### src/design/pf_pkg.sv
// Width constants, slice state enum and AR request structs of the prefetcher
`default_nettype none

package pf_pkg;

    localparam int ADDR_W = 32;   // AR address
    localparam int LEN_W  = 8;    // AXI4 burst length
    localparam int ID_W   = 4;
    localparam int WIN_W  = 4;    // Window size and credit count

    // Stride slice FSM
    typedef enum logic [1:0] {
        ST_IDLE,
        ST_ARM,
        ST_ACTIVE,
        ST_CLEANUP
    } pf_state_e;

    // One AR request on its way to the master port
    typedef struct packed {
        logic [ADDR_W-1:0] addr;
        logic [LEN_W-1:0]  len;
        logic [ID_W-1:0]   id;
    } pf_req_t;

    // An accepted slave request as the slices see it
    typedef struct packed {
        logic [ADDR_W-1:0] addr;
        logic [LEN_W-1:0]  len;
        logic [ID_W-1:0]   id;
    } pf_obs_t;

endpackage

`default_nettype wire

### src/design/pf_req_router.sv
// Request router: slave AR acceptance, demand register and slice observation pulses
`default_nettype none

module pf_req_router #(
    parameter int NUM_SLICES = 4
) (
    input  logic                  clk,
    input  logic                  resetN,
    input  logic                  s_ar_valid,
    output logic                  s_ar_ready,
    input  pf_pkg::pf_req_t       s_ar,
    output logic                  dem_valid,
    input  logic                  dem_ready,
    output pf_pkg::pf_req_t       dem,
    output pf_pkg::pf_obs_t       obs,
    output logic [NUM_SLICES-1:0] obs_valid
);

    logic                  accept;
    logic                  dem_valid_n;
    logic [NUM_SLICES-1:0] owner;       // One-hot slice that owns s_ar

    assign accept      = s_ar_valid && s_ar_ready;
    assign dem_valid_n = accept || (dem_valid && !dem_ready);

    // Owning slice is id modulo NUM_SLICES
    always_comb begin
        for (int i = 0; i < NUM_SLICES; i++) begin
            owner[i] = ((int'(s_ar.id) % NUM_SLICES) == i);
        end
    end

    always_ff @(posedge clk or negedge resetN) begin
        if (!resetN) begin
            dem_valid  <= 1'b0;
            s_ar_ready <= 1'b0;
            obs_valid  <= '0;
        end else begin
            dem_valid  <= dem_valid_n;
            s_ar_ready <= !dem_valid_n;            // Reopens on the draining edge
            obs_valid  <= accept ? owner : '0;     // Single pulse per accepted request
        end
    end

    // Demand and observation carry the same request
    always_ff @(posedge clk) begin
        if (accept) begin
            dem      <= s_ar;
            obs.addr <= s_ar.addr;
            obs.len  <= s_ar.len;
            obs.id   <= s_ar.id;
        end
    end

    // Exactly one slice hears about each accepted request on the next cycle
    a_obs_onehot: assert property (@(posedge clk) disable iff (!resetN)
        |obs_valid |-> $onehot(obs_valid) && $past(s_ar_valid && s_ar_ready));

endmodule

`default_nettype wire

### config.mk
export PLATFORM = sky130hd
export DESIGN_NAME = pf_req_router
export DESIGN_NICKNAME = d
export VERILOG_FILES = /design/src/design/pf_pkg.sv /design/src/design/pf_req_router.sv
export SDC_FILE = /design/constraint.sdc
export NUM_CORES = 1
export LEC_CHECK = 0
export BUFFER_PORTS_ARGS = -buffer_cell sky130_fd_sc_hd__buf_2
export CAP_MARGIN = 20
export CORE_UTILIZATION = 30
export CTS_BUF_LIST = sky130_fd_sc_hd__clkbuf_16
export CTS_CLUSTER_DIAMETER = 100
export DETAILED_ROUTE_END_ITERATION = 12
export GPL_TIMING_DRIVEN = 0
export PLACE_DENSITY = 0.59
export SLEW_MARGIN = 20
export SYNTH_ARGS = -nofsm -noshare
export SYNTH_HDL_FRONTEND = slang
export SYNTH_SLANG_ARGS = --single-unit
### constraint.sdc
create_clock -name clk -period 2.1 [get_ports clk]
set_clock_uncertainty 0.05 [all_clocks]
set_input_delay 0.105 -clock clk [delete_from_list [all_inputs] [get_ports clk]]
set_output_delay 0.105 -clock clk [all_outputs]
set_load 0.05 [all_outputs]
==> metrics.md, run 1 <==
| Metric | Value |
|---|---|
| Longest Clk Path Bufs | `2` |
| Rows | `28` |
| I/O pins | `142` |
| DPL Wire Length | `2730 um` |
| DR vias/cell | `3.86` |
| Kind of end point of the critical path | `flop` |
| Die Footprint | `6520 um2` |
| Setup Buffers After CTS | `0` |
| Clk Latency, worst-skew pair | `0.28 ns` |
| Synth Area in Compound Gates | `0.673%` |
| Max-Cap Viols | `0` |
| CTS buffer count | `5` |
| Library cells used by synthesis | `12` |
| Fmax | `0.631 GHz` |
| Initial antenna violation count | `0` |
| Largest net degree at the start of global routing | `46` |
| 1st-pass router iterations | `4` |
| Status | `complete, no violations` |
| Leak | `1.56 nW` |
| Root Driver | `clkbuf_16` |
| Critical path peak fanout | `45` |
| GRT Total Usage | `11.7%` |
| Worst Tran Pin Value | `0.900 ns` |
| Final Hold Viols | `0` |
| Worst setup path category | `reg -> reg` |
| YS warnings | `0` |
| Design area | `3270 um2` |
| Fill count | `520` |
| Clk sink count | `50` |
| Min Hold Slack | `0.0785 ns` |
| XOR/XNOR Fraction of Synth Area | `0%` |
| Yosys top cell area share | `71.1%` |
| Port Buffers | `141` |
| Synth Area in Adders | `0%` |
| Required @ worst endpoint | `1.95 ns` |
| Critical Path AT | `1.44 ns` |
| Vias | `1442` |
| Synth area leaders | `edfxtp_1 71%, buf_4 18%, dfrtp_1 8.1%, nor3b_2 0.67%, nor3b_1 0.40%` |
| Yosys reg bits | `50` |
| Post-CTS sizing | `0` |
| Wire per inst | `11.0 um` |
| Initial Utilization | `31.2%` |
| IR drop worst, VDD | `0.411 mV` |
| Setup TNS | `0 ns` |
| Post-DP Area | `2660 um2` |
| GPL Wtd Cong | `0.680` |
| Max_slew headroom | `39.9%` |
| Layout cells sized above 1 | `64.9%` |
| CTS tree | `built` |
| Die width | `80.7 um` |
| Mux cell area share after synthesis | `0%` |
| Mapped Cells | `103` |
| Vias in the first global route | `1239` |
| Grt ovf | `0` |
| Most area-hungry cell type in the Yosys netlist | `edfxtp_1` |
| Critical Path Start Type | `flop` |
| Syn Std Cell Area | `1860 um2` |
| Clock-pin slew on the worst setup and hold paths | `0.06 ns` |
| WL final | `4100 um` |
| # setup viols final | `0` |
| Main combinational cell family by area after synthesis | `buffers and inverters` |
| Commonest non-fill, non-tap cell in the layout | `buf_2` |
| Post-route ant nets | `0` |
| First-pass GRT wire length | `5630 um` |
| Final routed DRC violation total | `0` |
| Fin util | `54.9%` |
| Area added between synthesis and finish | `75.7%` |
| Max Slew Vio Count | `0` |
| H-tree depth | `2` |
| Sequential share of the synthesized area | `79.1%` |
| Die Y-Extent | `80.7 um` |
| Crit path time final | `1.59 ns` |
| Most frequent cells in the layout | `141 x buf_2, 47 x dlygate4sd3_1, 44 x buf_4, 44 x edfxtp_1, 6 x dfrtp_1` |
| # diodes | `0` |
| Syn Area/Cell | `18.1 um2` |
| First-iteration detailed-routing DRC count | `31` |
| Final Cycle Share | `75.5%` |
| Post-Syn Nets | `151` |
| Nets | `346` |
| Power Density | `835 nW/um2` |
| Hold WC Path Type | `in -> reg` |
| Post-Synth Simple-Gate Area | `2.02%` |
| Core area | `5960 um2` |
| RSZ-0062 raised after global routing | `no` |
[per-stage QoR]
step	setup WS [ns]	std cells	total power, mW
detailed placement	0.486	319	1.94
global route	0.342	374	2.84
CTS	0.469	374	2.76
global placement	0.498	319	1.94
finish	0.515	374	2.73
floorplan	0.347	103	1.78
[cell usage after synthesis, drive strengths merged]
library cell,n
edfxtp,44
nor3,1
and3,1
o21ai,1
buf,44
inv,2
nand2,1
nor3b,2
o21a,1
dfrtp,6
[cells by family after synthesis]
logic type / count (synthesis)
flip-flops: 50
buffers and inverters: 46
AND/OR/NAND/NOR: 5
AO/OA/AOI/OAI: 2
[final timing paths]
path,from,end,slack (ns),cells past startpoint
max,s_ar_ready,dem[34],0.51,2
max reg2reg,s_ar_ready,dem[34],0.51,2
min reg2reg,dem_valid,dem_valid,0.52,2
min in group asynchronous,resetN,obs_valid[2],0.12,2
max in group asynchronous,resetN,dem_valid,1.74,2
min,s_ar_valid,dem_valid,0.08,3
[cell type report]
cell class	instances	area [um2]	area share [%]
Sequential cell	50	1470	45.0
Timing Repair Buffer	188	1180	36.0
Buffer	44	330	10.1
Clock buffer	5	125	3.83
Tap cell	75	93.8	2.87
Multi-Input combinational cell	7	50.0	1.53
Clock inverter	3	12.5	0.383
Inverter	2	7.51	0.230
[layer usage]
metal	global-route usage, %	part of all wire (%)	vias up
met3	3.30	8.6	6
li1	-	-	704
met1	13.0	37	650
met4	4.46	1.0	0
met2	20.9	54	82
met5	0	0	-
[worst max-delay path, stage by stage, from the launching register on]
cell and delay, ns:
dfrtp_1 0.36, nand2_2 0.10, inv_2 0.67
[what timing repair did]
item                                   in CTS  in global routing
hold buffers                               47                  0
endpoints found under the hold margin      53                  0
setup endpoints to repair                   0                  0
[state kept, by name, indices dropped and copies added (netlist names)]
name	cells
dem	44
obs_valid	4
dem_valid	1
s_ar_ready	1
[power by group]
part	switching, mW	internal (mW)	total (mW)	leakage (nW)
logic	0.549	0.235	0.784	0.998
clock network	0.308	0.430	0.738	0.0724
registers	0.0329	1.17	1.21	0.493
Power figures use the tool's default switching activity.
==> run 2: changes to the inputs <==
==> constraint.sdc (replaced) <==
create_clock -name clk -period 1.55 [get_ports clk]
set_clock_uncertainty 0.05 [all_clocks]
set_input_delay 0.0775 -clock clk [delete_from_list [all_inputs] [get_ports clk]]
set_output_delay 0.0775 -clock clk [all_outputs]
set_load 0.05 [all_outputs]
==> run 2 against run 1 <==
Cell area about the same. Setup slack got worse by 0.21 ns. Sequential share of layout area about the same. Die area unchanged. First-iteration DRC count decreased by 39%. Final cell count decreased by 0.53%. Combinational power increased by 35%. Fmax increased by 27%. Sequential power increased by 35%. Routed wire length increased by 1.2%. Non-clock buffer count decreased by 1. Critical path type unchanged. Largest power group unchanged.
==> metrics.md, run 2 (same netlist as run 1, synthesis figures left out) <==
| Metric | Value |
|---|---|
| Setup Buffers After CTS | `0 (unchanged)` |
| Grt ovf | `0 (unchanged)` |
| Longest Clk Path Bufs | `2 (unchanged)` |
| Clock-pin slew on the worst setup and hold paths | `0.06 ns (about the same)` |
| Most frequent cells in the layout | `141 x buf_2, 46 x dlygate4sd3_1, 44 x buf_4, 44 x edfxtp_1, 6 x dfrtp_1` |
| Initial Utilization | `31.2% (unchanged)` |
| Required @ worst endpoint | `1.44 ns (-0.51 ns)` |
| WL final | `4150 um (+1.2%)` |
| Critical path peak fanout | `45 (unchanged)` |
| Power share of the sequential group | `44.0% (-0.2 points)` |
| First-iteration detailed-routing DRC count | `19 (-39%)` |
| Post-CTS sizing | `0 (unchanged)` |
| Vias in the first global route | `1333 (+7.6%)` |
| Area added between synthesis and finish | `75.6% (about the same)` |
| Nets | `345 (-0.29%)` |
| Commonest non-fill, non-tap cell in the layout | `buf_2` |
| Die width | `80.7 um (unchanged)` |
| IR drop worst, VDD | `0.568 mV (+38%)` |
| Max Slew Vio Count | `0 (unchanged)` |
| Status | `complete, no violations` |
| Sw Share | `32.8% (+0.17 points)` |
| Logic pwr share | `28.7% (about the same)` |
| First-pass GRT wire length | `5900 um (+4.8%)` |
| Clk Latency, worst-skew pair | `0.28 ns (about the same)` |
| Worst setup path category | `reg -> reg` |
| 1st-pass router iterations | `2 (-2)` |
| Critical Path AT | `1.13 ns (-0.31 ns)` |
| Initial antenna violation count | `0 (unchanged)` |
| DPL Wire Length | `2930 um (+7.4%)` |
| Critical Path Start Type | `flop` |
| Final routed DRC violation total | `0 (unchanged)` |
| Post-route ant nets | `0 (unchanged)` |
| Top Registers | `dem x44, obs_valid x4` |
| Port Buffers | `141 (unchanged)` |
| # setup viols final | `0 (unchanged)` |
| Max reg flops | `44 (unchanged)` |
| H-tree depth | `2 (unchanged)` |
| GRT Total Usage | `12.4% (+0.72 points)` |
| Fin cells | `372 (-0.53%)` |
| I/O pins | `142 (unchanged)` |
| Max_slew headroom | `73.9% (+34 points)` |
| CTS tree | `built` |
| Die Y-Extent | `80.7 um (unchanged)` |
| Fmax | `0.804 GHz (+27%)` |
| Psw | `1.22 mW (+37%)` |
| Kind of end point of the critical path | `flop` |
| GPL Wtd Cong | `0.669 (-1.6%)` |
| Final Cycle Share | `80.3% (+4.8 points)` |
| Cells after DPL | `319 (unchanged)` |
| # diodes | `0 (unchanged)` |
| Pwr Total | `3.71 mW (+36%)` |
| Root Driver | `clkbuf_16` |
| Core area | `5960 um2 (unchanged)` |
| Clk sink count | `50 (unchanged)` |
| Vias | `1444 (+0.14%)` |
| Worst Tran Pin Value | `0.392 ns (-0.508 ns)` |
| CTS buffer count | `5 (unchanged)` |
| Power Internal | `2.49 mW (+36%)` |
| Rows | `28 (unchanged)` |
| Die Footprint | `6520 um2 (unchanged)` |
| DR vias/cell | `3.88 (+0.68%)` |
| Final Hold Viols | `0 (unchanged)` |
| Clock power share | `27.3% (+0.3 points)` |
| Layout cells sized above 1 | `65.7% (+0.77 points)` |
| Power Density | `1140 nW/um2 (+36%)` |
| Biggest register | `dem` |
| Hold WC Path Type | `in -> async` |
| Setup TNS | `0 ns (unchanged)` |
| Largest net degree at the start of global routing | `46 (unchanged)` |
| Min Hold Slack | `0.0876 ns (+0.00909 ns)` |
| Wire per inst | `11.2 um (+1.8%)` |
| Leak | `1.55 nW (-1.1%)` |
| RSZ-0062 raised after global routing | `no` |
| Max-Cap Viols | `0 (unchanged)` |
| Crit path time final | `1.24 ns (-0.341 ns)` |
-- run 2: cell types whose count changed in the layout (fill, tap and decap cells not counted) --
cell and delta:
inv_1 -1, clkinv_1 -1, clkinvlp_4 +2, dlygate4sd3_1 -1
inv_6 +1, clkinv_2 -1, inv_2 -1
-- run 2: timing repair --
action | in CTS | in global routing
endpoints found under the setup margin | 0 | 0
hold buffers | 46 | 0
hold endpoints to repair | 55 | 0
-- run 2: worst max-delay path, cell delays in order (launching register included) --
cell     delay, ns
dfrtp_1       0.37
nand2_2       0.13
inv_6         0.32
-- run 2: path summary, 6_finish.rpt --
check	from	slack, ns	end	depth (start not counted)
min	resetN	0.09	obs_valid[0]	2
min in group clk	s_ar_valid	0.10	dem_valid	3
max	s_ar_ready	0.31	dem[19]	2
max reg2reg	s_ar_ready	0.31	dem[19]	2
max in group asynchronous	resetN	1.23	obs_valid[3]	2
min reg2reg	dem_valid	0.53	dem_valid	2
-- run 2: stage by stage --
step / setup WS [ns] / util (%) / cell area, um2
2_1_floorplan: 0.0514 / - / 1860
3_3_place_gp: 0.319 / 44.7 / 2660
3_5_place_dp: 0.322 / 44.7 / 2660
4_1_cts: 0.300 / 54.8 / 3260
5_1_grt: 0.223 / 54.8 / 3260
6_report: 0.306 / 54.8 / 3260
-- run 2: layer usage --
metal	share of wire (%)	global-route usage (%)	routed length, um
met5	0	0	0
met4	1.5	6.43	64
met3	7.4	3.07	308
met2	56	24.2	2320
met1	35	11.7	1450
-- run 2: final cells by class --
cell class,instances,area (um2)
flip-flops and latches,50,1470
inverters,2,12.5
repair buffers,187,1170
clock inverters,2,15.0
well taps,75,93.8
plain buffers,44,330
fillers,498,2690
clock buffers,5,125
multi-input cells,7,50.0
-- run 2: power by group through the flow --
stage,clock network [mW],logic [mW],registers (mW)
after floorplan,0,0.432,1.98
after CTS,1.05,1.07,1.63
after global placement,0,0.971,1.66
after detailed placement,0,0.978,1.66
after global routing,1.09,1.12,1.64
final,1.01,1.06,1.63
==> run 3: changes to the inputs <==
==> constraint.sdc (replaced) <==
create_clock -name clk -period 1.3 [get_ports clk]
set_clock_uncertainty 0.05 [all_clocks]
set_input_delay 0.065 -clock clk [delete_from_list [all_inputs] [get_ports clk]]
set_output_delay 0.065 -clock clk [all_outputs]
set_load 0.05 [all_outputs]
==> run 3 against run 2 <==
Power up 25%. Via count decreased by 1.0%. Flip-flop and latch count unchanged. Routed wire length is 2.8% higher. First-iteration DRC count grew 11%. Die area stayed put. Critical path depth unchanged. Global-route usage grew 0.23 points. Sequential power increased by 19%. Setup slack worse by 0.18 ns. Final cell count up 0.27%.
==> metrics.md, run 3 (same netlist as run 1, synthesis figures left out) <==
| Metric | Value |
|---|---|
| Worst setup path category | `reg -> reg` |
| First-iteration detailed-routing DRC count | `21 (+2)` |
| Critical path peak fanout | `45 (unchanged)` |
| Cells after DPL | `319 (unchanged)` |
| R2R Setup Slk | `0.13 ns (-0.18 ns)` |
| Initial antenna violation count | `0 (unchanged)` |
| CTS buffer count | `5 (unchanged)` |
| Top Registers | `dem x44, obs_valid x4` |
| CTS tree | `built` |
| Biggest register | `dem` |
| Rows | `28 (unchanged)` |
| Wire per inst | `11.4 um (+2.6%)` |
| CP Cell Sequence | `nand2_2 -> inv_8` |
| Design area | `3290 um2 (+0.92%)` |
| Stages on worst setup path | `2 (unchanged)` |
| Status | `complete, no violations` |
| Post-DP Area | `2670 um2 (+0.14%)` |
| Crit-path slowest cell | `dfrtp_2` |
| Die width | `80.7 um (unchanged)` |
| Power Density | `1410 nW/um2 (+24%)` |
| GPL Wtd Cong | `0.678 (+1.4%)` |
| Core area | `5960 um2 (unchanged)` |
| Leak | `1.57 nW (+1.3%)` |
| Longest Clk Path Bufs | `2 (unchanged)` |
| Clk sink count | `50 (unchanged)` |
| Final Cycle Share | `90.3% (+10 points)` |
| Commonest non-fill, non-tap cell in the layout | `buf_2` |
| Post-route ant nets | `0 (unchanged)` |
| Nets | `345 (unchanged)` |
| H-tree depth | `2 (unchanged)` |
| Grt ovf | `0 (unchanged)` |
| Hold WC Path Type | `in -> async` |
| Area added between synthesis and finish | `77.2%` |
| Port Buffers | `141 (unchanged)` |
| Max_slew headroom | `79.8% (+5.9 points)` |
| Clock-pin slew on the worst setup and hold paths | `0.06 ns (about the same)` |
| IR drop worst, VDD | `0.596 mV (+4.8%)` |
| Vias | `1429 (-1.0%)` |
| Most frequent cells in the layout | `141 x buf_2, 46 x dlygate4sd3_1, 44 x buf_4, 44 x edfxtp_1` |
| Vias in the first global route | `1306 (-2.0%)` |
| # diodes | `0 (unchanged)` |
| Max reg flops | `44 (unchanged)` |
| Layout cells sized above 1 | `65.8% (+0.12 points)` |
| Clk Latency, worst-skew pair | `0.28 ns (about the same)` |
| Worst r2r path cells | `2 (unchanged)` |
| Max-Cap Viols | `0 (unchanged)` |
| Final routed DRC violation total | `0 (unchanged)` |
| Setup Buffers After CTS | `0 (unchanged)` |
| Worst slack, placed | `0.138 ns (-0.184 ns)` |
| Worst setup margin | `0.126 ns (-0.180 ns)` |
| DR vias/cell | `3.83 (-1.3%)` |
| # setup viols final | `0 (unchanged)` |
| Worst Tran Pin Value | `0.303 ns (-0.0887 ns)` |
| Final Hold Viols | `0 (unchanged)` |
| Setup TNS | `0 ns (unchanged)` |
| Max Slew Vio Count | `0 (unchanged)` |
| Die Footprint | `6520 um2 (unchanged)` |
| Fill count | `513 (+3.0%)` |
| Crit path time final | `1.17 ns (-0.0697 ns)` |
| Largest net degree at the start of global routing | `46 (unchanged)` |
| Fin cells | `373 (+0.27%)` |
| WL final | `4270 um (+2.8%)` |
| Fin util | `55.3% (+0.50 points)` |
| Family with the most delay on the worst path | `flip-flops` |
| First-pass GRT wire length | `6000 um (+1.6%)` |
| Critical Path Start Type | `flop` |
| GRT Total Usage | `12.6% (+0.23 points)` |
| # hold bufs at CTS | `46 (unchanged)` |
| Required @ worst endpoint | `1.20 ns (-0.24 ns)` |
| Fmax | `0.852 GHz (+5.9%)` |
| Critical Path AT | `1.08 ns (-0.05 ns)` |
| Root Driver | `clkbuf_16` |
| Initial Utilization | `31.2% (unchanged)` |
| Worst path bufs/invs | `1 (unchanged)` |
| Post-CTS sizing | `0 (unchanged)` |
| Die Y-Extent | `80.7 um (unchanged)` |
| 1st-pass router iterations | `4 (+2)` |
| Worst stage delay on the critical path | `0.37 ns (about the same)` |
| Kind of end point of the critical path | `flop` |
| RSZ-0062 raised after global routing | `no` |
| I/O pins | `142 (unchanged)` |
run 3: cell type report:
cell class | count | area (um2) | share of cell area [%]
Sequential cell | 50 | 1470 | 44.7
Clock inverter | 3 | 41.3 | 1.25
Inverter | 2 | 15.0 | 0.456
Clock buffer | 5 | 125 | 3.80
Buffer | 44 | 330 | 10.0
Timing Repair Buffer | 187 | 1170 | 35.4
Tap cell | 75 | 93.8 | 2.85
Multi-Input combinational cell | 7 | 50.0 | 1.52
run 3: where the power goes:
part	internal [mW]	switching, mW	total [mW]	leakage, nW
clock network	0.899	0.512	1.41	0.0812
logic	0.381	0.895	1.28	0.992
registers	1.89	0.0509	1.94	0.492
run 3: per-stage QoR:
stage                     hold slack, ns  power (mW)
after CTS                         0.0750        4.68
after global routing              0.0925        4.82
final                             0.0808        4.63
after global placement            -0.154        3.14
after floorplan                   -0.281        2.88
after detailed placement          -0.154        3.15
run 3: worst paths after layout:
kind,to,start
max in group asynchronous,s_ar_ready,resetN
hold / removal,dem_valid,resetN
setup / recovery,dem[22],s_ar_ready
setup reg to reg,dem[22],s_ar_ready
hold reg to reg,dem_valid,dem_valid
min in group clk,dem_valid,s_ar_valid
run 3: layer usage:
layer	up-vias	global-route usage [%]	part of all wire, %
li1	702	-	-
met1	651	12.7	35
met2	74	24.6	57
met3	2	4.20	8.1
met4	0	3.21	0.28
met5	-	0	0
run 3: worst register-to-register path, cell delays in order (launching register included):
cell	delay (ns)
dfrtp_2	0.37
nand2_2	0.14
inv_8	0.27
