`config.mk`:
```
export PLATFORM = sky130hd
export DESIGN_NAME = pf_stride_slice
export DESIGN_NICKNAME = d
export VERILOG_FILES = /design/src/design/pf_pkg.sv /design/src/design/pf_stride_slice.sv
export SDC_FILE = /design/constraint.sdc
export NUM_CORES = 1
export LEC_CHECK = 0
export BUFFER_PORTS_ARGS = -buffer_cell sky130_fd_sc_hd__buf_2
export CAP_MARGIN = 40
export CORE_UTILIZATION = 55
export DETAILED_ROUTE_END_ITERATION = 10
export PLACE_DENSITY_LB_ADDON = 0.08
export SLEW_MARGIN = 20
export SYNTH_ARGS = -nofsm -noshare
export SYNTH_HDL_FRONTEND = slang
export SYNTH_SLANG_ARGS = --single-unit
```
`constraint.sdc`:
```
create_clock -name clk -period 6.5 [get_ports clk]
set_input_delay 0.325 -clock clk [delete_from_list [all_inputs] [get_ports clk]]
set_output_delay 0.325 -clock clk [all_outputs]
set_load 0.02 [all_outputs]
```
`src/design/pf_pkg.sv`:
```
// Width constants, slice state enum and AR request structs of the prefetcher
`default_nettype none

package pf_pkg;

    localparam int ADDR_W = 32;   // AR address
    localparam int LEN_W  = 8;    // AXI4 burst length
    localparam int ID_W   = 4;
    localparam int WIN_W  = 4;    // Window size and credit count

    // Stride slice FSM
    typedef enum logic [1:0] {
        ST_IDLE,
        ST_ARM,
        ST_ACTIVE,
        ST_CLEANUP
    } pf_state_e;

    // One AR request on its way to the master port
    typedef struct packed {
        logic [ADDR_W-1:0] addr;
        logic [LEN_W-1:0]  len;
        logic [ID_W-1:0]   id;
    } pf_req_t;

    // An accepted slave request as the slices see it
    typedef struct packed {
        logic [ADDR_W-1:0] addr;
        logic [LEN_W-1:0]  len;
        logic [ID_W-1:0]   id;
    } pf_obs_t;

endpackage

`default_nettype wire

```
`src/design/pf_stride_slice.sv`:
```
// Stride slice: learning FSM, prefetch address generation, window credit and watchdog
`default_nettype none

module pf_stride_slice #(
    parameter int TIMEOUT_CYCLES = 64
) (
    input  logic                      clk,
    input  logic                      resetN,
    input  logic                      ctrl_flush,
    input  logic                      obs_valid,
    input  pf_pkg::pf_obs_t           obs,
    input  logic [pf_pkg::ADDR_W-1:0] bar,
    input  logic [pf_pkg::ADDR_W-1:0] limit,
    input  logic [pf_pkg::WIN_W-1:0]  window_size,
    output logic                      pf_valid,
    input  logic                      pf_grant,
    output pf_pkg::pf_req_t           pf_req
);

    import pf_pkg::*;

    localparam int WD_W = $clog2(TIMEOUT_CYCLES + 1);

    pf_state_e         state;
    pf_state_e         state_n;
    logic [ID_W-1:0]   ctx_id;
    logic [LEN_W-1:0]  ctx_len;
    logic [ADDR_W-1:0] prev_addr;          // Last observed address
    logic [ADDR_W-1:0] stride;
    logic [ADDR_W-1:0] stride_n;
    logic [ADDR_W-1:0] pf_addr;            // Next address to prefetch
    logic [ADDR_W-1:0] pf_addr_n;
    logic [WIN_W-1:0]  credit;             // Prefetches ahead of demand
    logic [WIN_W-1:0]  credit_n;
    logic [WD_W-1:0]   wd_cnt;
    logic              flush_d;
    logic              pf_valid_n;

    logic [ADDR_W-1:0] obs_stride;
    logic              ctx_match;
    logic              same_stride;
    logic              new_stride;
    logic              flush_rise;
    logic              activity;
    logic              wd_expired;
    logic              pending;

    assign obs_stride  = obs.addr - prev_addr;    // Two's complement, negative strides wrap
    assign ctx_match   = (obs.id == ctx_id) && (obs.len == ctx_len);
    assign same_stride = (obs_stride == stride);
    assign new_stride  = (obs_stride != '0) && !same_stride;
    assign flush_rise  = ctrl_flush && !flush_d;
    assign activity    = obs_valid || pf_grant;
    assign wd_expired  = (wd_cnt == WD_W'(TIMEOUT_CYCLES));
    assign pending     = pf_valid && !pf_grant;

    always_comb begin
        state_n   = state;
        stride_n  = stride;
        pf_addr_n = pf_addr;
        credit_n  = credit;
        case (state)
            ST_IDLE: begin
                if (obs_valid) begin
                    state_n = ST_ARM;
                end
            end
            ST_ARM: begin
                if (flush_rise || (obs_valid && !ctx_match)) begin
                    state_n = ST_CLEANUP;
                end else if (obs_valid && obs_stride != '0) begin
                    state_n   = ST_ACTIVE;
                    stride_n  = obs_stride;
                    pf_addr_n = obs.addr + obs_stride;
                    credit_n  = '0;
                end
            end
            ST_ACTIVE: begin
                if (pf_grant) begin
                    pf_addr_n = pf_addr + stride;
                end
                if (flush_rise || (wd_expired && !activity) ||
                    (obs_valid && (!ctx_match || new_stride))) begin
                    state_n = ST_CLEANUP;
                end else if (obs_valid && same_stride) begin
                    // Demand moved one step closer, a grant in the same cycle cancels it
                    if (!pf_grant && credit != '0) begin
                        credit_n = credit - 1'b1;
                    end
                end else if (pf_grant) begin
                    credit_n = credit + 1'b1;
                end
            end
            ST_CLEANUP: begin
                if (!pending) begin             // Let the issued request drain first
                    state_n  = ST_IDLE;
                    credit_n = '0;
                end
            end
            default: state_n = ST_IDLE;
        endcase
    end

    // A raised request holds until granted, a new one needs room and range
    always_comb begin
        if (pending) begin
            pf_valid_n = 1'b1;
        end else begin
            pf_valid_n = (state_n == ST_ACTIVE) && (credit_n < window_size) &&
                         (pf_addr_n >= bar) && (pf_addr_n <= limit);
        end
    end

    always_ff @(posedge clk or negedge resetN) begin
        if (!resetN) begin
            state    <= ST_IDLE;
            credit   <= '0;
            wd_cnt   <= '0;
            flush_d  <= 1'b0;
            pf_valid <= 1'b0;
        end else begin
            state    <= state_n;
            credit   <= credit_n;
            flush_d  <= ctrl_flush;
            pf_valid <= pf_valid_n;
            if (state != ST_ACTIVE || activity) begin
                wd_cnt <= '0;
            end else if (!wd_expired) begin
                wd_cnt <= wd_cnt + 1'b1;
            end
        end
    end

    // Learned context
    always_ff @(posedge clk) begin
        if (obs_valid) begin
            prev_addr <= obs.addr;
        end
        if (state == ST_IDLE && obs_valid) begin
            ctx_id  <= obs.id;
            ctx_len <= obs.len;
        end
        stride  <= stride_n;
        pf_addr <= pf_addr_n;
    end

    assign pf_req = '{addr: pf_addr, len: ctx_len, id: ctx_id};

    // AXI stability toward the arbiter
    a_req_stable: assert property (@(posedge clk) disable iff (!resetN)
        pf_valid && !pf_grant |=> pf_valid && $stable(pf_req));

    // Cleanup must not return to idle with a request still out
    a_idle_quiet: assert property (@(posedge clk) disable iff (!resetN)
        state == ST_IDLE |-> !pf_valid);

endmodule

`default_nettype wire

```
==> summary.txt, run 1 <==
Run status
  – Outcome: finished, violations left
  – Failing checks: setup timing

Synth
  – Post-Synthesis Net Count: 1849
  – YS warnings: 0
  – Synth area leader: edfxtp_1
  – Gate Count Post-Synth: 1559
  – Asr flop ratio synth: 12.2%
  – Avg Inst Size Synth: 8.43 sq um
  – Post-synthesis adder-cell area fraction: about 17%
  – Synth Cell Area: between 10000 and 15000 sq um
  – Largest family of logic cells by synthesized area: compound AO/OA/AOI/OAI gates
  – Synth area leaders: edfxtp_1 17%, ha_1 16%, dfxtp_1 4.9%
  – Synth Register Bits: 123
  – Seq/Total Area, Yosys: 25.1%
  – Synth cell types: 100
  – Top FF cell, synth: edfxtp_1
  – Synth Area in Compound Gates: about a quarter
  – Post-synthesis mux area share: 0.628%
  – Simple-Gate Fraction of Synth Area: 18.5%
  – Number of flops mapped to enable cells by yosys: 76
  – Synth Area in XOR/XNOR: 8.87%
  – Top-count cell post-synth: ha_1
  – Post-synth top area share: between 10% and 20%
  – Synth cell count leaders: 170 x ha_1, 154 x inv_1, 111 x nor2_1

Global route
  – Gr ovfl total: 0
  – Initial antenna violation count: 1
  – Vias in the first global route: 13500
  – Largest net degree at the start of global routing: 41
  – Global-route wire length before repair: 69700 um
  – GRT Resource Usage Total: between 30% and 40%

Setup path
  – CP peak stage delay: a little under 600 ps
  – CP Launch Type: flip-flop
  – Worst Path Required: 6830 ps
  – Kind of critical path: reg -> reg
  – Reg-to-reg endpoint: pf_valid
  – Slowest cell on crit path: or4b_4
  – Flop-to-flop setup slack: -110 ps
  – WP data arrival: 6940 ps
  – Worst r2r src: prev_addr[0]
  – Worst setup EP type: flip-flop
  – Most numerous cell on the critical path: buf_4
  – Reg2reg path depth: 32
  – Crit path max fanout: 5

Route
  – Routed WL per cell: a little under 20 um
  – Drt initial violations: around 1200
  – Remaining DRCs: 0
  – Via-per-instance ratio: 5.99
  – Final wirelength: 45200 um
  – Via count: 14000
  – Detailed Routing Iterations Pass 1: 6
  – Post-route ant nets: 0

Clock tree
  – CTS clk-pin slew, worst paths: 70 ps
  – Max Root-Sink Buffers: 2
  – Clock buffer count from CTS: 17
  – H-tree lvl count: 4
  – Sinks on Clock Net: roughly 120
  – Clock Tree Root: clkbuf_16
  – TritonCTS clock tree: yes
  – Clock Latency Late Sink: 430 ps

Floorplanning
  – Core area: 23500 sq um
  – Die X: 157 um
  – # rows: 56
  – IO Pins: about 160
  – Starting density of the core: 56.0%
  – Die H: 157 um
  – Full die area: 24500 sq um

Power
  – Leakage: 8.53 nW
  – Pwr Density: 337 nW/um^2
  – Post-layout power: 5.89 mW
  – Peak supply drop: 206 uV

Placed design
  – I/O Buffers: 161
  – Dpl hpwl: 36800 um
  – Placed Cells: roughly 2300
  – Gpl congestion: 0.985
  – Dpl cell area: roughly 16000 sq um

Cells and area
  – Area growth, synth to finish: 32.9%
  – N_diodes: 0
  – FILL cells: 1838
  – Cell Count, Final, Fillers Out: approximately 2300
  – Post-layout instance area: 17500 sq um
  – Util after Layout: 74.4%
  – Layout cells sized above 1: around 30%
  – Nets: 2304

Timing
  – Hold Vio Cnt, Final: 0
  – Final setup TNS: -110 ps
  – Fin Clk Skew: between 15 and 20 ps
  – Final setup margin: -110 ps
  – Actual slew at the worst max-slew pin: 848 ps
  – Fin crit period: roughly 6600 ps
  – RSZ-0062 raised after global routing: yes
  – Slew Limit Fails: 0
  – Max transition margin: roughly 43%
  – Setup violators final: 1
  – Final Cycle Share: 102%
  – Max Freq: 151 MHz

Run
  – Max-Cap Viols: 0

Worst hold path
  – Hold path start: ctrl_flush
  – Hold EP: flush_d
  – HP Class: in -> reg
  – WHS Path Cells: 1
==> logic make-up (layout without fill, tap and decap cells) <==
kind of cell | after synthesis | in the layout
simple gates | 472 | 472
buf+inv | 200 | 668
fa+ha+maj | 173 | 173
compound gates | 461 | 461
mux | 8 | 8
xor+xnor | 122 | 122
flops | 123 | 123
==> flip-flops by register name (all words and copies together) (netlist names) <==
| name | count |
|---|---|
| wd_cnt | 7 |
| pf_valid | 1 |
| prev_addr | 32 |
| flush_d | 1 |
| pf_addr | 32 |
| ctx_id | 4 |
| credit | 4 |
| ctx_len | 8 |
| stride | 32 |
| state | 2 |
==> per-layer routing <==
| layer | GRT usage, % | vias to the layer above | part of all wire [%] |
|---|---|---|---|
| li1 | - | 6700 | - |
| met2 | 63.2 | 647 | 47 |
| met1 | 46.1 | 6566 | 42 |
| met4 | 14.8 | 2 | 3.8 |
| met3 | 5.21 | 130 | 7.1 |
| met5 | 0 | - | 0.029 |
==> placed cells by master (no fill, tap or decap), types with 17 or more instances in the layout <==
cell type    n
a21o_1      54
a21oi_1     96
buf_2      161
buf_4      317
clkbuf_16   17
dfxtp_1     32
edfxtp_1    76
ha_1       169
inv_1      154
nand2_1    104
nand2b_1    17
nand3_1     33
nand4_1     37
nor2_1     109
nor2b_1     20
nor3_1      40
o21ai_0     66
xnor2_1     64
xor2_1      48
==> worst max-delay path: cells and delay by family, from the launching register on <==
| kind | cells | cell delay (ps) |
|---|---|---|
| AO/OA/AOI/OAI | 12 | 2470 |
| XOR/XNOR | 1 | 100 |
| flip-flops | 1 | 390 |
| buffers and inverters | 4 | 660 |
| AND/OR/NAND/NOR | 12 | 1990 |
| adder cells (fa/ha/maj) | 3 | 880 |
==> cell type report <==
cell class	count	area, sq um	area share (%)
Clock buffer	18	439	2.51
Clock inverter	14	148	0.845
Inverter	157	592	3.39
Multi-Input combinational cell	1236	9400	53.8
Sequential cell	123	3300	18.9
Tap cell	319	399	2.28
Timing Repair Buffer	479	3200	18.3
==> power breakdown <==
group	switching, mW	internal, mW	total [mW]
Combinational	2.07	1.73	3.79
Clock	0.402	0.576	0.978
Sequential	0.138	0.985	1.12
Total	2.61	3.29	5.89
==> metrics by stage <==
step | setup WS (ps) | hold WS (ps)
finish | -110 | 26.9
global route | -478 | 17.3
CTS | -8.24 | 17.9
detailed placement | -947 | 253
global placement | -695 | 252
floorplan | 98.7 | 29.4
==> worst max-delay path by stage <==
stage / start / endpoint / cells after the start / slack (ps)
after global routing: prev_addr[0] / pf_valid / 32 / -480
final: prev_addr[0] / pf_valid / 32 / -110
after floorplan: prev_addr[0] / pf_valid / 33 / 100
after detailed placement: obs[12] / pf_valid / 35 / -950
after global placement: obs[12] / pf_valid / 35 / -690
after CTS: prev_addr[0] / pf_valid / 33 / -8
==> what timing repair did <==
item,CTS,global route
hold buffers,1,0
setup buffers,9,1
endpoints found under the hold margin,15,0
setup endpoints to repair,1,1
gates resized for setup,55,28
pin swaps,36,27
Power figures use the tool's default switching activity.
==> run 2: changes to the inputs <==
==> constraint.sdc (replaced) <==
create_clock -name clk -period 6.5 [get_ports clk]
set_input_delay 0.975 -clock clk [delete_from_list [all_inputs] [get_ports clk]]
set_output_delay 0.975 -clock clk [all_outputs]
set_load 0.02 [all_outputs]
==> run 2 against run 1 <==
Against the previous run: the flow still finishes with violations (setup timing); highest routed layer is now met4; combinational power up 2%; clock power up 4%; via count up 2.4%; sequential power about the same; clock skew down 2.9 ps; count of clock-buffer cells in the layout down 1; core utilization up 2.3 points; die area unchanged; largest power group unchanged; critical endpoint unchanged; sequential share of layout area down 0.56 points.
==> summary.txt, run 2 (synthesis results as in run 1) <==
Run status
  – Outcome: finished, violations left
  – Failing checks: setup timing

Setup path
  – Worst Path Required: 6780 ps (-50 ps)
  – CP Launch Type: input port
  – Reg2reg path depth: 29 (-9.4%)
  – Worst r2r src: prev_addr[0]
  – Reg-to-reg endpoint: pf_valid
  – Slowest cell on crit path: or4b_4
  – Kind of critical path: in -> reg
  – CP peak stage delay: 520 ps (-60 ps)
  – Crit path max fanout: 11 (+6)
  – WP data arrival: 7030 ps (+90 ps)
  – Flop-to-flop setup slack: -90 ps (+20 ps)
  – Worst setup EP type: flip-flop

Timing
  – RSZ-0062 raised after global routing: yes
  – Fin Clk Skew: 13.0 ps (-2.89 ps)
  – Fin crit period: 6760 ps (+145 ps)
  – Final setup margin: -255 ps (-145 ps)
  – Max Freq: 148 MHz (-2.2%)
  – Max transition margin: 51.1% (+7.6 points)
  – Final Cycle Share: 104% (+2.2 points)
  – Final setup TNS: -255 ps (-145 ps)
  – Hold Vio Cnt, Final: 0 (unchanged)
  – Actual slew at the worst max-slew pin: 732 ps (-116 ps)
  – Worst hold margin: 433 ps (+406 ps)
  – Slew Limit Fails: 0 (unchanged)
  – Setup violators final: 1 (unchanged)

Power
  – Leakage: 8.83 nW (+3.6%)
  – Pwr Density: 333 nW/um^2 (-1.2%)
  – Post-layout power: 6.00 mW (+1.8%)
  – Peak supply drop: 200 uV (-3.1%)

Floorplanning
  – IO Pins: 162 (unchanged)
  – # rows: 56 (unchanged)
  – Core area: 23500 sq um (unchanged)
  – Die X: 157 um (unchanged)
  – Starting density of the core: 56.0% (unchanged)
  – Full die area: 24500 sq um (unchanged)
  – Die H: 157 um (unchanged)

Route
  – Via-per-instance ratio: 5.97 (-0.24%)
  – Post-route ant nets: 0 (unchanged)
  – Via count: 14400 (+2.4%)
  – Detailed Routing Iterations Pass 1: 6 (unchanged)
  – Drt initial violations: 1379 (+13%)
  – Routed WL per cell: 19.4 um (+0.77%)
  – Final wirelength: 46700 um (+3.4%)
  – Remaining DRCs: 0 (unchanged)

Global route
  – Initial antenna violation count: 1 (unchanged)
  – Largest net degree at the start of global routing: 33 (-20%)
  – Vias in the first global route: 14000 (+3.7%)
  – Gr ovfl total: 0 (unchanged)
  – GRT Resource Usage Total: 37.7% (+0.92 points)
  – Global-route wire length before repair: 71200 um (+2.1%)

Clock tree
  – Clock Tree Root: clkbuf_16
  – Cts-stage hold buffer count: 0 (-1)
  – H-tree lvl count: 4 (unchanged)
  – CTS clk-pin slew, worst paths: 70 ps (about the same)
  – Sinks on Clock Net: 123 (unchanged)
  – Clock buffer count from CTS: 17 (unchanged)
  – Max Root-Sink Buffers: 2 (unchanged)
  – TritonCTS clock tree: yes
  – Clock Latency Late Sink: 440 ps (about the same)

Placed design
  – Gpl congestion: 0.998 (+1.3%)
  – Setup slack at placement: -1210 ps (-266 ps)
  – Dpl hpwl: 37800 um (+2.7%)
  – I/O Buffers: 161 (unchanged)

Cells and area
  – Area growth, synth to finish: 36.9%
  – Nets: 2366 (+2.7%)
  – Layout cells sized above 1: 32.4% (+2.5 points)
  – Util after Layout: 76.7% (+2.3 points)
  – Commonest non-fill, non-tap cell in the layout: buf_4
  – Top flop regs: pf_addr: 32 flops, prev_addr: 32 flops, stride: 32 flops
  – N_diodes: 0 (unchanged)
  – Most frequent cells in the layout: 376 x buf_4, 165 x ha_1, 161 x buf_2

Run
  – Max-Cap Viols: 0 (unchanged)

Worst hold path
  – HP Class: in -> async
[run 2: worst max-delay path, delay by kind of cell]
family / cells / cell delay, ps
compound gates: 12 / 2730
fa+ha+maj: 3 / 900
simple gates: 11 / 1880
buf+inv: 4 / 450
xor+xnor: 1 / 90
[run 2: cell type report]
cell class	count	area [sq um]
clock buffers	17	425
flip-flops and latches	123	3300
clock inverters	15	178
well taps	319	399
inverters	157	594
fillers	1763	5470
multi-input cells	1236	9420
repair buffers	541	3690
[run 2: report_power, final]
group	leakage (nW)	switching (mW)	total (mW)	internal, mW
combinational	7.36	2.10	3.85	1.76
clock	0.287	0.441	1.02	0.580
sequential	1.18	0.138	1.12	0.984
[run 2: per-layer routing]
metal / track usage [%] / up-vias / routed length, um
met4: 15.2 / 0 / 1760
met3: 5.57 / 124 / 3100
li1: - / 6839 / -
met1: 46.8 / 6743 / 19400
met5: 0 / - / 0
met2: 65.2 / 676 / 22500
[run 2: timing repair]
action                                  4_1_cts  5_1_grt
pin swaps                                    27       35
endpoints found under the setup margin        1        1
cloned                                        0        0
setup buffers                                 5        4
gates resized for setup                      29       41
[run 2: through the flow]
stage	area [sq um]	std cells
3_3_place_gp	17000	2365
4_1_cts	17800	2403
2_1_floorplan	13200	1559
6_report	18000	2408
5_1_grt	18000	2408
3_5_place_dp	17000	2366
[run 2: how the worst max path moves through the flow]
stage	cells after the start	to	from
after detailed placement	31	pf_valid	obs[12]
after CTS	35	pf_valid	obs[12]
after floorplan	34	pf_valid	obs[12]
after global routing	34	pf_valid	obs[26]
after global placement	35	pf_valid	obs[12]
final	31	pf_valid	obs[12]
==> run 3: changes to the inputs <==
--- a/config.mk
+++ b/config.mk
@@ -7,9 +7,12 @@
 export LEC_CHECK = 0
 export BUFFER_PORTS_ARGS = -buffer_cell sky130_fd_sc_hd__buf_2
 export CAP_MARGIN = 40
-export CORE_UTILIZATION = 55
+export CELL_PAD_IN_SITES_DETAIL_PLACEMENT = 1
+export CELL_PAD_IN_SITES_GLOBAL_PLACEMENT = 1
+export CORE_UTILIZATION = 41
 export DETAILED_ROUTE_END_ITERATION = 10
 export PLACE_DENSITY_LB_ADDON = 0.08
+export REMOVE_ABC_BUFFERS = 1
 export SLEW_MARGIN = 20
 export SYNTH_ARGS = -nofsm -noshare
 export SYNTH_HDL_FRONTEND = slang
==> run 3 against run 2 <==
Against the previous run: combinational power rose by 7.8%; die area rose by 34%; via count rose by 3.8%; count of clock-buffer cells in the layout did not move; final area rose by 4.1%; power rose by 3.0%; clock power fell by 11%; critical path type unchanged; global-route usage fell by 2.6 points; critical path depth rose by 6; the run still ends with setup timing left; sequential power barely moved; worst setup slack got worse by 230 ps.
==> summary.txt, run 3 (synthesis results as in run 1) <==
Clock tree
  – Clock Latency Late Sink: 450 ps (about the same)
  – H-tree lvl count: 4 (unchanged)
  – CTS clk-pin slew, worst paths: 70 ps (about the same)
  – Clock buffer count from CTS: 17 (unchanged)
  – Cts-stage hold buffer count: 0 (unchanged)
  – Clock Tree Root: clkbuf_16
  – Sinks on Clock Net: 123 (unchanged)
  – Max Root-Sink Buffers: 2 (unchanged)
  – TritonCTS clock tree: yes

Power
  – Leakage: 9.12 nW (+3.2%)
  – Pwr Density: 330 nW/um^2 (-0.98%)
  – Flop pwr share: 18.1% (-0.6 points)
  – Int Pwr: 3.33 mW (+0.24%)
  – Post-layout power: 6.18 mW (+3.0%)
  – Clk pwr share: 14.6% (-2.4 points)
  – Sw Share: 46.1% (+1.5 points)
  – Switching power: 2.85 mW (+6.5%)
  – Combinational power share: 67.2% (+2.9 points)
  – Peak supply drop: 199 uV (-0.45%)

Cells and area
  – Layout cells sized above 1: 35.7% (+3.3 points)
  – Top flop regs: pf_addr: 32 flops, prev_addr: 32 flops, stride: 32 flops
  – Commonest non-fill, non-tap cell in the layout: buf_4
  – FILL cells: 3796 (+120%)
  – Util after Layout: 59.4% (-17 points)
  – Area growth, synth to finish: 42.5%
  – Cell Count, Final, Fillers Out: 2550 (+5.9%)
  – Most frequent cells in the layout: 437 x buf_4, 161 x ha_1, 160 x buf_2
  – N_diodes: 0 (unchanged)
  – Nets: 2426 (+2.5%)

Timing
  – Slew Limit Fails: 0 (unchanged)
  – Setup violators final: 1 (unchanged)
  – Fin Clk Skew: 14.0 ps (+0.904 ps)
  – Actual slew at the worst max-slew pin: 851 ps (+120 ps)
  – RSZ-0062 raised after global routing: yes
  – Fin crit period: 6990 ps (+232 ps)
  – Final setup margin: -488 ps (-232 ps)
  – Final Cycle Share: 108% (+3.6 points)
  – Hold Vio Cnt, Final: 0 (unchanged)
  – Max Freq: 143 MHz (-3.3%)
  – Final setup TNS: -488 ps (-232 ps)
  – Max transition margin: 43.2% (-7.9 points)

Run status
  – Failing checks: setup timing
  – Outcome: finished, violations left

Route
  – Via-per-instance ratio: 5.85 (-2.0%)
  – Drt initial violations: 943 (-32%)
  – Via count: 14900 (+3.8%)
  – Final wirelength: 58700 um (+26%)
  – Post-route ant nets: 0 (unchanged)
  – Detailed Routing Iterations Pass 1: 6 (unchanged)
  – Remaining DRCs: 0 (unchanged)
  – Routed WL per cell: 23.0 um (+19%)

Floorplanning
  – # rows: 65 (+16%)
  – Die X: 181 um (+16%)
  – Starting density of the core: 41.7% (-14 points)
  – Full die area: 32800 sq um (+34%)
  – IO Pins: 162 (unchanged)
  – Die H: 181 um (+16%)
  – Core area: 31600 sq um (+34%)

Worst hold path
  – HP Class: in -> async

Setup path
  – Kind of critical path: in -> reg
  – Worst setup EP type: flip-flop
  – Crit path max fanout: 4 (-7)
  – CP peak stage delay: 390 ps (-130 ps)
  – Top delay family on crit path: compound AO/OA/AOI/OAI gates
  – CP Launch Type: input port
  – WP data arrival: 7350 ps (+320 ps)
  – WP buf/inv: 5 (+1)
  – Worst Path Required: 6860 ps (+80 ps)
  – Slowest cell on crit path: ha_1

Global route
  – Met3 usage: 4.50% (-1.1 points)
  – GRT Resource Usage Total: 35.0% (-2.6 points)
  – M2 GR Usage: 62.4% (-2.8 points)
  – Vias in the first global route: 15900 (+14%)
  – Initial antenna violation count: 0 (-1)
  – Global-route wire length before repair: 88300 um (+24%)
  – Largest net degree at the start of global routing: 33 (unchanged)
  – Global Route met1 Usage: 41.4% (-5.4 points)
  – Gr busiest metal: met2
  – Gr ovfl total: 0 (unchanged)

Placed design
  – I/O Buffers: 161 (unchanged)
  – Dpl hpwl: 46700 um (+24%)
  – Gpl congestion: 0.975 (-2.3%)
  – Placed Cells: 2500 (+5.7%)

Run
  – Max-Cap Viols: 0 (unchanged)
-- run 3: cell count changes in the layout (fill, tap and decap cells not counted), sizes merged --
cell / change
buf: +60
clkinv: +9
inv: -7
bufinv: -2
clkinvlp: -1
-- run 3: stage by stage --
| stage | hold WS (ps) | setup slack [ps] | instance area [sq um] |
|---|---|---|---|
| global placement | 537 | -1430 | 17400 |
| global route | 477 | -844 | 18700 |
| floorplan | 507 | -840 | 12900 |
| CTS | 448 | -415 | 18500 |
| finish | 455 | -488 | 18700 |
| detailed placement | 552 | -1720 | 17400 |
-- run 3: power by group through the flow --
stage               registers (mW)  clock network (mW)  logic (mW)
global route                  1.13               0.943        4.47
detailed placement            1.13                   0        3.82
global placement              1.13                   0        3.69
floorplan                     1.18                   0        2.01
finish                        1.12               0.904        4.15
CTS                           1.12               0.909        4.02
-- run 3: metal layers --
layer,wire [um],vias to the layer above
li1,-,6937
met1,23900,7337
met2,29100,489
met3,2720,160
met4,2990,0
met5,0,-
-- run 3: final timing paths --
path | slack, ps | endpoint | depth (start not counted) | from
max in group asynchronous | 5740 | credit[0] | 1 | resetN
setup reg to reg | -280 | pf_valid | 37 | prev_addr[0]
hold reg to reg | 570 | wd_cnt[6] | 2 | wd_cnt[6]
setup / recovery | -490 | pf_valid | 37 | obs[19]
min in group clk | 570 | wd_cnt[6] | 2 | wd_cnt[6]
hold / removal | 450 | pf_valid | 1 | resetN
-- run 3: layout make-up --
cell class | instances | area, sq um | share of cell area [%]
Clock buffer | 17 | 425 | 2.27
Clock inverter | 14 | 101 | 0.541
Inverter | 157 | 594 | 3.17
Sequential cell | 123 | 3300 | 17.6
Timing Repair Buffer | 601 | 4130 | 22.1
Multi-Input combinational cell | 1236 | 9680 | 51.7
Tap cell | 402 | 503 | 2.68
-- run 3: what timing repair did --
item	4_1_cts	5_1_grt
setup buffers	17	2
setup endpoints to repair	1	1
gates cloned	0	0
gates resized for setup	95	50
pin swaps	47	30
-- run 3: worst reg2reg max path, delay by kind of cell, from the launching register on --
family | cells | cell delay [ps]
DFF | 1 | 440
adders and majority gates | 3 | 910
and+or+nand+nor | 11 | 1200
AOI/OAI and AO/OA | 16 | 3060
buffers and inverters | 7 | 1050
